### config.mk
export PLATFORM = sky130hd
export DESIGN_NAME = sys_ctrl_top
export DESIGN_NICKNAME = d
export VERILOG_FILES = /design/src/sys_ctrl_pkg.sv /design/src/apb_decoder.sv /design/src/cfgreg.sv /design/src/systimer.sv /design/src/intc.sv /design/src/sys_ctrl_top.sv
export VERILOG_INCLUDE_DIRS = /design/src /design/src/src
export SDC_FILE = /design/constraint.sdc
export NUM_CORES = 1
export LEC_CHECK = 0
export ABC_AREA = 1
export BUFFER_PORTS_ARGS = -buffer_cell sky130_fd_sc_hd__buf_4
export CORE_MARGIN = 1.5
export CORE_UTILIZATION = 30
export CTS_CLUSTER_DIAMETER = 80
export DETAILED_ROUTE_END_ITERATION = 16
export SLEW_MARGIN = 20
export SYNTH_ARGS = -nofsm -noshare
export SYNTH_HDL_FRONTEND = slang
export SYNTH_SLANG_ARGS = --single-unit
### constraint.sdc
create_clock -name clk -period 2.5 [get_ports clk]
set_clock_uncertainty 0.05 [all_clocks]
set_input_delay 0.125 -clock clk [delete_from_list [all_inputs] [get_ports clk]]
set_output_delay 0.125 -clock clk [all_outputs]
set_load 0.02 [all_outputs]
### src/sys_ctrl_settings.svh
`ifndef SYS_CTRL_SETTINGS_SVH
`define SYS_CTRL_SETTINGS_SVH

// bus and data widths
`define SC_ADDR_W          32
`define SC_DATA_W          32
`define SC_STRB_W          4
`define SC_INT_NUM         32
`define SC_TIME_W          64

// bit 12 of the address picks cfgreg (0) or intc (1)
`define SC_DEC_BIT         12
`define SC_MAP_LIMIT       32'h0000_2000

// clocks per system timer tick
`define SC_SYSTIME_DIV     4

// configuration block offsets
`define CFG_DDR_OFFSET     12'h000
`define CFG_BOOTVEC        12'h004
`define CFG_CORE_RST       12'h008

// interrupt controller offsets
`define INTC_MSIP          12'h000
`define INTC_MTIMECMP_LO   12'h004
`define INTC_MTIMECMP_HI   12'h008
`define INTC_MTIME_LO      12'h00c
`define INTC_MTIME_HI      12'h010
`define INTC_MEIE          12'h014
`define INTC_SEIE          12'h018
`define INTC_PEND          12'h01c

// reset values
`define CFG_BOOTVEC_RST    32'h0000_0000
`define CFG_DDR_OFFSET_RST 32'h0000_0000

`endif

### src/sys_ctrl_pkg.sv
`include "sys_ctrl_settings.svh"

package sys_ctrl_pkg;

    // requester side of an APB transfer
    typedef struct packed {
        logic                    psel;
        logic                    penable;
        logic [`SC_ADDR_W-1:0]   paddr;
        logic                    pwrite;
        logic [`SC_STRB_W-1:0]   pstrb;
        logic [`SC_DATA_W-1:0]   pwdata;
    } apb_req_t;

    // completer side
    typedef struct packed {
        logic [`SC_DATA_W-1:0]   prdata;
        logic                    pslverr;
        logic                    pready;
    } apb_rsp_t;

    // interrupt lines toward the core
    typedef struct packed {
        logic                    msip;
        logic                    mtip;
        logic                    meip;
        logic                    seip;
    } irq_lines_t;

    // byte lanes of new_val replace those of old_val where strb is set
    function automatic logic [`SC_DATA_W-1:0] strb_merge(
        input logic [`SC_DATA_W-1:0] old_val,
        input logic [`SC_DATA_W-1:0] new_val,
        input logic [`SC_STRB_W-1:0] strb
    );
        logic [`SC_DATA_W-1:0] res;
        res = old_val;
        for (int i = 0; i < `SC_STRB_W; i++) begin
            if (strb[i]) begin
                res[i*8 +: 8] = new_val[i*8 +: 8];
            end
        end
        return res;
    endfunction

endpackage

### src/apb_decoder.sv
`timescale 1ns/100ps
`include "sys_ctrl_settings.svh"

module apb_decoder (
    input  sys_ctrl_pkg::apb_req_t apb_req,
    output sys_ctrl_pkg::apb_rsp_t apb_rsp,

    output sys_ctrl_pkg::apb_req_t cfg_req,
    input  sys_ctrl_pkg::apb_rsp_t cfg_rsp,

    output sys_ctrl_pkg::apb_req_t intc_req,
    input  sys_ctrl_pkg::apb_rsp_t intc_rsp
);

logic mapped;
logic sel_intc;
logic access;

assign mapped   = apb_req.paddr < `SC_MAP_LIMIT;
assign sel_intc = apb_req.paddr[`SC_DEC_BIT];
assign access   = apb_req.psel & apb_req.penable;

// only psel differs between the two target requests
always_comb begin
    cfg_req       = apb_req;
    cfg_req.psel  = apb_req.psel & mapped & ~sel_intc;
    intc_req      = apb_req;
    intc_req.psel = apb_req.psel & mapped & sel_intc;
end

// response select
always_comb begin
    if (!mapped) begin
        // unmapped address gets an error response from the decoder itself
        apb_rsp.prdata  = '0;
        apb_rsp.pready  = access;
        apb_rsp.pslverr = access;
    end
    else if (sel_intc) begin
        apb_rsp = intc_rsp;
    end
    else begin
        apb_rsp = cfg_rsp;
    end
end

endmodule

### src/cfgreg.sv
`timescale 1ns/100ps
`include "sys_ctrl_settings.svh"

module cfgreg (
    input                          clk,
    input                          rst_n,
    input  sys_ctrl_pkg::apb_req_t apb_req,
    output sys_ctrl_pkg::apb_rsp_t apb_rsp,

    output logic [`SC_DATA_W-1:0]  ddr_offset,
    output logic [`SC_DATA_W-1:0]  core_bootvec,
    output logic                   core_rstn
);

logic [`SC_DEC_BIT-1:0] offset;
logic                   wr_en;
logic                   core_rst;
logic [`SC_DATA_W-1:0]  rdata;

assign offset = apb_req.paddr[`SC_DEC_BIT-1:0];
assign wr_en  = apb_req.psel & apb_req.penable & apb_req.pwrite;

always_ff @(posedge clk) begin
    if (!rst_n) begin
        ddr_offset   <= `CFG_DDR_OFFSET_RST;
        core_bootvec <= `CFG_BOOTVEC_RST;
        // core held in reset until software releases it
        core_rst     <= 1'b1;
    end
    else if (wr_en) begin
        case (offset)
            `CFG_DDR_OFFSET: ddr_offset <= sys_ctrl_pkg::strb_merge(ddr_offset,
                                           apb_req.pwdata, apb_req.pstrb);
            `CFG_BOOTVEC:    core_bootvec <= sys_ctrl_pkg::strb_merge(core_bootvec,
                                             apb_req.pwdata, apb_req.pstrb);
            `CFG_CORE_RST: begin
                if (apb_req.pstrb[0]) begin
                    core_rst <= apb_req.pwdata[0];
                end
            end
            default: ;
        endcase
    end
end

assign core_rstn = ~core_rst;

// undefined offsets read as zero
always_comb begin
    case (offset)
        `CFG_DDR_OFFSET: rdata = ddr_offset;
        `CFG_BOOTVEC:    rdata = core_bootvec;
        `CFG_CORE_RST:   rdata = {{(`SC_DATA_W-1){1'b0}}, core_rst};
        default:         rdata = '0;
    endcase
end

// no wait states
assign apb_rsp.prdata  = rdata;
assign apb_rsp.pready  = apb_req.psel & apb_req.penable;
assign apb_rsp.pslverr = 1'b0;

endmodule

### src/systimer.sv
`timescale 1ns/100ps
`include "sys_ctrl_settings.svh"

module systimer #(
    parameter int DIV = `SC_SYSTIME_DIV
) (
    input                          clk,
    input                          rst_n,
    output logic [`SC_TIME_W-1:0]  systime
);

localparam int CNT_W = (DIV > 1) ? $clog2(DIV) : 1;

logic [CNT_W-1:0] presc;
logic             tick;

// one tick every DIV clocks
assign tick = (presc == CNT_W'(DIV - 1));

always_ff @(posedge clk) begin
    if (!rst_n) begin
        presc   <= '0;
        systime <= '0;
    end
    else begin
        presc <= tick ? '0 : presc + 1'b1;
        if (tick) begin
            systime <= systime + 1'b1;
        end
    end
end

endmodule

### src/intc.sv
`timescale 1ns/100ps
`include "sys_ctrl_settings.svh"

module intc (
    input                            clk,
    input                            rst_n,
    input  sys_ctrl_pkg::apb_req_t   apb_req,
    output sys_ctrl_pkg::apb_rsp_t   apb_rsp,

    input        [`SC_TIME_W-1:0]    systime,
    input        [`SC_INT_NUM-1:0]   ints,
    output sys_ctrl_pkg::irq_lines_t irq
);

logic [`SC_DEC_BIT-1:0] offset;
logic                   wr_en;

logic                   msip;
logic [`SC_DATA_W-1:0]  mtimecmp_lo;
logic [`SC_DATA_W-1:0]  mtimecmp_hi;
logic [`SC_INT_NUM-1:0] meie;
logic [`SC_INT_NUM-1:0] seie;
logic [`SC_INT_NUM-1:0] pend;

logic                   mtip;
logic                   meip;
logic                   seip;
logic [`SC_DATA_W-1:0]  rdata;

assign offset = apb_req.paddr[`SC_DEC_BIT-1:0];
assign wr_en  = apb_req.psel & apb_req.penable & apb_req.pwrite;

// software writable registers
always_ff @(posedge clk) begin
    if (!rst_n) begin
        msip        <= 1'b0;
        mtimecmp_lo <= '1;
        mtimecmp_hi <= '1;
        meie        <= '0;
        seie        <= '0;
    end
    else if (wr_en) begin
        case (offset)
            `INTC_MSIP: begin
                if (apb_req.pstrb[0]) begin
                    msip <= apb_req.pwdata[0];
                end
            end
            `INTC_MTIMECMP_LO: mtimecmp_lo <= sys_ctrl_pkg::strb_merge(mtimecmp_lo,
                                              apb_req.pwdata, apb_req.pstrb);
            `INTC_MTIMECMP_HI: mtimecmp_hi <= sys_ctrl_pkg::strb_merge(mtimecmp_hi,
                                              apb_req.pwdata, apb_req.pstrb);
            `INTC_MEIE:        meie <= sys_ctrl_pkg::strb_merge(meie,
                                       apb_req.pwdata, apb_req.pstrb);
            `INTC_SEIE:        seie <= sys_ctrl_pkg::strb_merge(seie,
                                       apb_req.pwdata, apb_req.pstrb);
            // mtime and pending are read only
            default: ;
        endcase
    end
end

// external lines sampled every clock
always_ff @(posedge clk) begin
    pend <= ints;
end

// registered interrupt outputs
always_ff @(posedge clk) begin
    if (!rst_n) begin
        mtip <= 1'b0;
        meip <= 1'b0;
        seip <= 1'b0;
    end
    else begin
        mtip <= systime >= {mtimecmp_hi, mtimecmp_lo};
        meip <= |(pend & meie);
        seip <= |(pend & seie);
    end
end

always_comb begin
    irq.msip = msip;
    irq.mtip = mtip;
    irq.meip = meip;
    irq.seip = seip;
end

always_comb begin
    case (offset)
        `INTC_MSIP:        rdata = {{(`SC_DATA_W-1){1'b0}}, msip};
        `INTC_MTIMECMP_LO: rdata = mtimecmp_lo;
        `INTC_MTIMECMP_HI: rdata = mtimecmp_hi;
        `INTC_MTIME_LO:    rdata = systime[`SC_DATA_W-1:0];
        `INTC_MTIME_HI:    rdata = systime[`SC_TIME_W-1:`SC_DATA_W];
        `INTC_MEIE:        rdata = meie;
        `INTC_SEIE:        rdata = seie;
        `INTC_PEND:        rdata = pend;
        default:           rdata = '0;
    endcase
end

assign apb_rsp.prdata  = rdata;
assign apb_rsp.pready  = apb_req.psel & apb_req.penable;
assign apb_rsp.pslverr = 1'b0;

endmodule

### src/sys_ctrl_top.sv
`timescale 1ns/100ps
`include "sys_ctrl_settings.svh"

module sys_ctrl_top (
    input                            clk,
    input                            rst_n,
    input  sys_ctrl_pkg::apb_req_t   apb_req,
    output sys_ctrl_pkg::apb_rsp_t   apb_rsp,
    input        [`SC_INT_NUM-1:0]   ints,
    output sys_ctrl_pkg::irq_lines_t irq,
    output logic [`SC_DATA_W-1:0]    ddr_offset,
    output logic [`SC_DATA_W-1:0]    core_bootvec,
    output logic                     core_rstn
);

sys_ctrl_pkg::apb_req_t cfg_req;
sys_ctrl_pkg::apb_rsp_t cfg_rsp;
sys_ctrl_pkg::apb_req_t intc_req;
sys_ctrl_pkg::apb_rsp_t intc_rsp;
logic [`SC_TIME_W-1:0]  systime;

apb_decoder u_apb_decoder (
    .apb_req  ( apb_req  ),
    .apb_rsp  ( apb_rsp  ),
    .cfg_req  ( cfg_req  ),
    .cfg_rsp  ( cfg_rsp  ),
    .intc_req ( intc_req ),
    .intc_rsp ( intc_rsp )
);

cfgreg u_cfgreg (
    .clk          ( clk          ),
    .rst_n        ( rst_n        ),
    .apb_req      ( cfg_req      ),
    .apb_rsp      ( cfg_rsp      ),
    .ddr_offset   ( ddr_offset   ),
    .core_bootvec ( core_bootvec ),
    .core_rstn    ( core_rstn    )
);

intc u_intc (
    .clk     ( clk      ),
    .rst_n   ( rst_n    ),
    .apb_req ( intc_req ),
    .apb_rsp ( intc_rsp ),
    .systime ( systime  ),
    .ints    ( ints     ),
    .irq     ( irq      )
);

systimer #(
    .DIV ( `SC_SYSTIME_DIV )
) u_systimer (
    .clk     ( clk     ),
    .rst_n   ( rst_n   ),
    .systime ( systime )
);

endmodule

; Yosys cells after proc, flatten, opt, wreduce, memory -nomap -nowiden
; Cells that the tools add are included.
[totals]
regBits = 295
input_bits = 105
[classes]
addsub = 2
magnitude_cmp = 2
n_eq_ne = 8
n_mux = 4
n_bitwise = 13
reduce_logical = 30
[ops]
columns = cell, count
row1 = one-hot mux 32 bit (8 select lines), 1
row2 = one-hot mux 32 bit (3 select lines), 1
row3 = AND reduction 3 bit, 26
row4 = 2-to-1 mux 34 bit, 2
row5 = adder 64 x 1 -> 64 bit (second input constant), 1
row6 = AND 32 bit, 2
row7 = >= comparator 64 bit, 1
row8 = OR reduction 32 bit, 2
row9 = equality test 12 x 5 -> 1 bit (second input constant), 4
row10 = less-than comparator 32 x 14 -> 1 bit (second input constant), 1
row11 = equality test 12 x 4 -> 1 bit (second input constant), 2
row12 = equality test 12 x 3 -> 1 bit (second input constant), 1
row13 = logical NOT 12 bit, 1
row14 = AND 1 bit, 8
row15 = NOT 1 bit, 3
row16 = adder 2 x 1 -> 2 bit (second input constant), 1
row17 = equality test 2 bit (second input constant), 1
row18 = OR reduction 2 bit, 1

; Depth between registers and ports, before layout
[depth]
ltp_word = 6
ltp_mapped = 15

; Hierarchy
; From an unflattened synthesis, not the netlist that was laid out.
[unflattened]
hier_cells = 2772
area_unflattened_um2 = 18452.7
[modules_own_cells]
columns = module, instances, cells_per_inst, area_per_inst_um2, seq_area_each_um2
row1 = intc, 1, 1264, 9152.5, 3283.1
row2 = systimer, 1, 631, 3846.2, 1321.3
row3 = cfgreg, 1, 596, 3652.3, 1301.2
row4 = apb_decoder, 1, 281, 1801.7, 0.0

; Worst setup path after synthesis
; OpenSTA, ideal clock, no wires.
[synth_path]
path_type = reg-to-reg
start = register u_systimer.presc[0]
end = register u_systimer.systime[39]
arrival_ps = 1564
t_required_ps = 2322
setup_slack_ps = 759
stages_incl_launch_ff = 11
n_path_buf = 1
period_less_slack_ps = 1741
cell_sequence = dfxtp_1 -> ha_1 -> inv_1 -> buf_2 -> nor2_1 -> nand3_1 -> nor2_1 -> nand2_1 -> nor2_1 -> xor2_1 -> nor2_1
[synth_via]
elab_chain_len = 1
[synth_rtl]
columns = element, line
row1 = "start, declared", systimer.sv:14  ; logic [CNT_W-1:0] presc;
row2 = "start signal, assigned", systimer.sv:26  ; presc <= tick ? '0 : presc + 1'b1;
row3 = equality test 2 bit, systimer.sv:18  ; assign tick = (presc == CNT_W'(DIV - 1));
row4 = "end signal, assigned", systimer.sv:28  ; systime <= systime + 1'b1;
row5 = "end, declared", systimer.sv:9  ; output logic [`SC_TIME_W-1:0] systime
; No other way between the ends.
; A chain may end at the register's enable or synchronous reset.

; Worst setup path in the final report
[layout_path]
start = register u_systimer.systime[25]
end = register u_systimer.systime[56]
[layout_via]
elab_chain_len = 1
[layout_rtl]
columns = element, line
row1 = adder 64 x 1 -> 64 bit, systimer.sv:28
; No other way between the ends.

==> flow_summary_export.csv <==
group,metric,value,unit
place,gp_congestion,0.947,
finish,drive_above_1_share,15.0,%
routing,wl_per_cell,18.3,um
synthesis,async_flop_share,0,%
run_status,outcome,"finished clean",
timing,finalWorstSetupSlack,0.181,ns
synthesis,synth_flop_cell,"dfxtp_1",
routing,dr.first_iter.drc_count,1564,
clocking,htreeDepth,2,
clocking,numCtsBuffers,34,
timing,relSlewSlack,61.9,%
pwr,sw_frac_of_total,23.7,%
timing,fin_crit_sh,92.8,%
timing,fmax,431,MHz
floorplanning,die_area,0.0562,sq mm
floorplanning,die_y,237,um
finish,areaGrowthSynthToFinish,25.1,%
clocking,ctsLongestPathBuffers,3,
synthesis,synth_cell_types,43,
job,maxCapViolCount,0,
setup_path,arrival,2.68,ns
timing,tightest_slew,0.570,ns
grt,antenna_found_initial,0,
setup_path,start_kind,"flop",
synthesis,syn_avg_cell_area,6.92,sq um
min_path,hold_path_end,"u_intc.mtimecmp_hi[16]",
routing,drtPass1Iterations,8,
clocking,cts-root-buf,"clkbuf_16",
grt,grt_pass1_wl,93900,um
floorplanning,start_util,30.4,%
grt,grt_max_degree,93,
routing,antenna_left,0,
timing,totalNegativeSetupSlack,0,ns
place,port_buffers,207,
grt,grt-ovfl-total,0,
synthesis,netlist_area,0.0164,sq mm
pwr,power_density,508,mW/mm^2
pwr,power_leakage,9.83,nW
clocking,cts_sinks,295,
timing,finalHoldViolations,0,
setup_path,rr_worst_depth,9,
place,dp_hpwl,47500,um
floorplanning,fp.dieW,237,um
finish,fin_nets,2807,
setup_path,critPathRequiredTime,2.87,ns
finish,n_antenna_cell,0,
min_path,hold_path_class,"in2reg",
setup_path,r2r_start,"u_systimer.systime[25]",
pwr,seqPwrFrac,45.5,%
setup_path,r2r-end,"u_systimer.systime[56]",
synthesis,syn_nets,2549,
pwr,internal_power,7.98,mW
setup_path,path_class,"reg2reg",
floorplanning,pin_count,208,
synthesis,yosysWarnings,0,
timing,setup_viol,0,
routing,wl,61400,um
grt,track_usage,21.3,%
floorplanning,num_rows,85,
pwr,pwr-share-comb,5.5,%
synthesis,ys_seq_area_share,35.9,%
clocking,cts_tree,"yes",
setup_path,r2r_slack,0.18,ns
pwr,p_sw,2.47,mW
clocking,path_clk_slew,0.06,ns
synthesis,postSynthCellCount,2378,
synthesis,synth_edf_count,0,
routing,drc_errors,0,
setup_path,cp_max_fo,5,
min_path,min_from,"apb_req[34]",
pwr,clockPowerShare,49.0,%
setup_path,crit_path_end_kind,"flop",
min_path,holdPathStages,3,
floorplanning,coreArea,0.0540,sq mm
clocking,clock_latency,0.54,ns
synthesis,ys_ff_latch,295,
routing,vias,17000,
pwr,ir_drop,0.000391,V
timing,rsz0062_at_grt,"no",
place,place_ws,0.278,ns
routing,avgViaCountPerCell,5.05,
timing,drv_slew,0,
grt,first_global_vias,15800,
clocking,post_cts_buffers,0,
timing,period_needed,2.32,ns
## Yosys cell counts, types with 13 or more instances
| library cell | number | area, sq um |
|---|---|---|
| a21oi_1 | 206 | 1030 |
| buf_2 | 38 | 190 |
| clkbuf_1 | 42 | 158 |
| dfxtp_1 | 295 | 5910 |
| ha_1 | 66 | 826 |
| inv_1 | 435 | 1630 |
| nand2_1 | 331 | 1240 |
| nand3_1 | 126 | 631 |
| nand4_1 | 34 | 213 |
| nor2_1 | 244 | 916 |
| nor2_2 | 13 | 81.3 |
| nor3_1 | 48 | 240 |
| o211ai_1 | 35 | 263 |
| o211ai_2 | 32 | 400 |
| o21ai_0 | 209 | 1050 |
| o22ai_1 | 111 | 694 |
## timing repair
action,CTS,global route
hold buffers,66,0
endpoints found under the hold margin,243,0
resized for setup,0,0
## power by group through the flow
stage	registers, mW	clock network (mW)	logic (mW)
CTS	4.76	5.19	0.568
floorplan	4.85	0	0.206
global route	4.76	5.40	0.620
global placement	4.86	0	0.484
detailed placement	4.86	0	0.482
finish	4.76	5.12	0.576
## cell usage in the layout (no fill, tap or decap), types with 48 or more instances in the layout
cell type	instances
nor2_1	244
o21ai_0	209
dlygate4sd3_1	66
nand2_1	330
o22ai_1	111
nor3_1	48
buf_4	250
ha_1	66
inv_1	435
nand3_1	126
a21oi_1	206
dfxtp_1	295
## registers in the layout, summed over array words and instances, names as in the netlist, 2 cells and up
register	cells
u_systimer.systime	64
u_intc.pend	32
u_intc.meie	32
u_cfgreg.ddr_offset	32
u_intc.mtimecmp_lo	32
u_cfgreg.core_bootvec	32
u_intc.mtimecmp_hi	32
u_intc.seie	32
u_systimer.presc	2
## worst max-delay path, cell delays in order (launching register included)
cell and delay (ns):
dfxtp_1 0.53, nand2_1 0.26, nor3_1 0.26, nand2_1 0.18, nor2_1 0.13, nand3b_1 0.12
nor2_1 0.41, nand3_1 0.14, nand2_1 0.10, nor2_1 0.04
## stage by stage
step	instances	hold slack (ns)	instance area [sq um]	power [mW]	util, %
floorplan	2378	0.103	16400	5.06	-
global placement	3230	0.180	18800	5.35	34.8
detailed placement	3230	0.181	18800	5.35	34.8
CTS	3355	0.0236	20600	10.5	38.1
global route	3355	0.0541	20600	10.8	38.1
finish	3355	0.0359	20600	10.5	38.1
## routing by layer
layer  part of all wire (%)  global-route usage, %
met2                     45                   34.7
met5                      0                      0
met4                    3.2                   7.22
met3                    7.2                   3.18
met1                     44                   28.8
## worst max-delay path by stage
stage | slack, ns | cells after the start | to | from
4_1_cts | 0.26 | 9 | u_systimer.systime[56] | u_systimer.systime[25]
5_1_grt | 0.09 | 9 | u_systimer.systime[60] | u_systimer.systime[16]
2_1_floorplan | 0.76 | 10 | u_systimer.systime[39] | u_systimer.presc[0]
3_5_place_dp | 0.28 | 7 | u_intc.meie[17] | apb_req[52]
3_3_place_gp | 0.25 | 8 | u_systimer.systime[46] | u_systimer.systime[21]
6_report | 0.18 | 9 | u_systimer.systime[56] | u_systimer.systime[25]
## cell families (layout without fill, tap and decap cells)
| logic type | Yosys count | count (layout) | synth area share [%] |
|---|---|---|---|
| AND/OR/NAND/NOR | 852 | 852 | 23.6 |
| AO/OA/AOI/OAI | 614 | 614 | 21.7 |
| buffers and inverters | 539 | 820 | 13.1 |
| flip-flops | 295 | 295 | 35.9 |
| adder cells (fa/ha/maj) | 66 | 66 | 5.02 |
| XOR/XNOR | 12 | 12 | 0.639 |
## final cells by class
type | instances | area (sq um)
Clock buffer | 50 | 1040
Multi-Input combinational cell | 1544 | 8390
Fill cell | 5789 | 33400
Timing Repair Buffer | 321 | 2630
Tap cell | 696 | 871
Inverter | 440 | 1650
Sequential cell | 295 | 5910
Clock inverter | 9 | 92.6
Note: power is estimated with default switching activity, not from simulation.
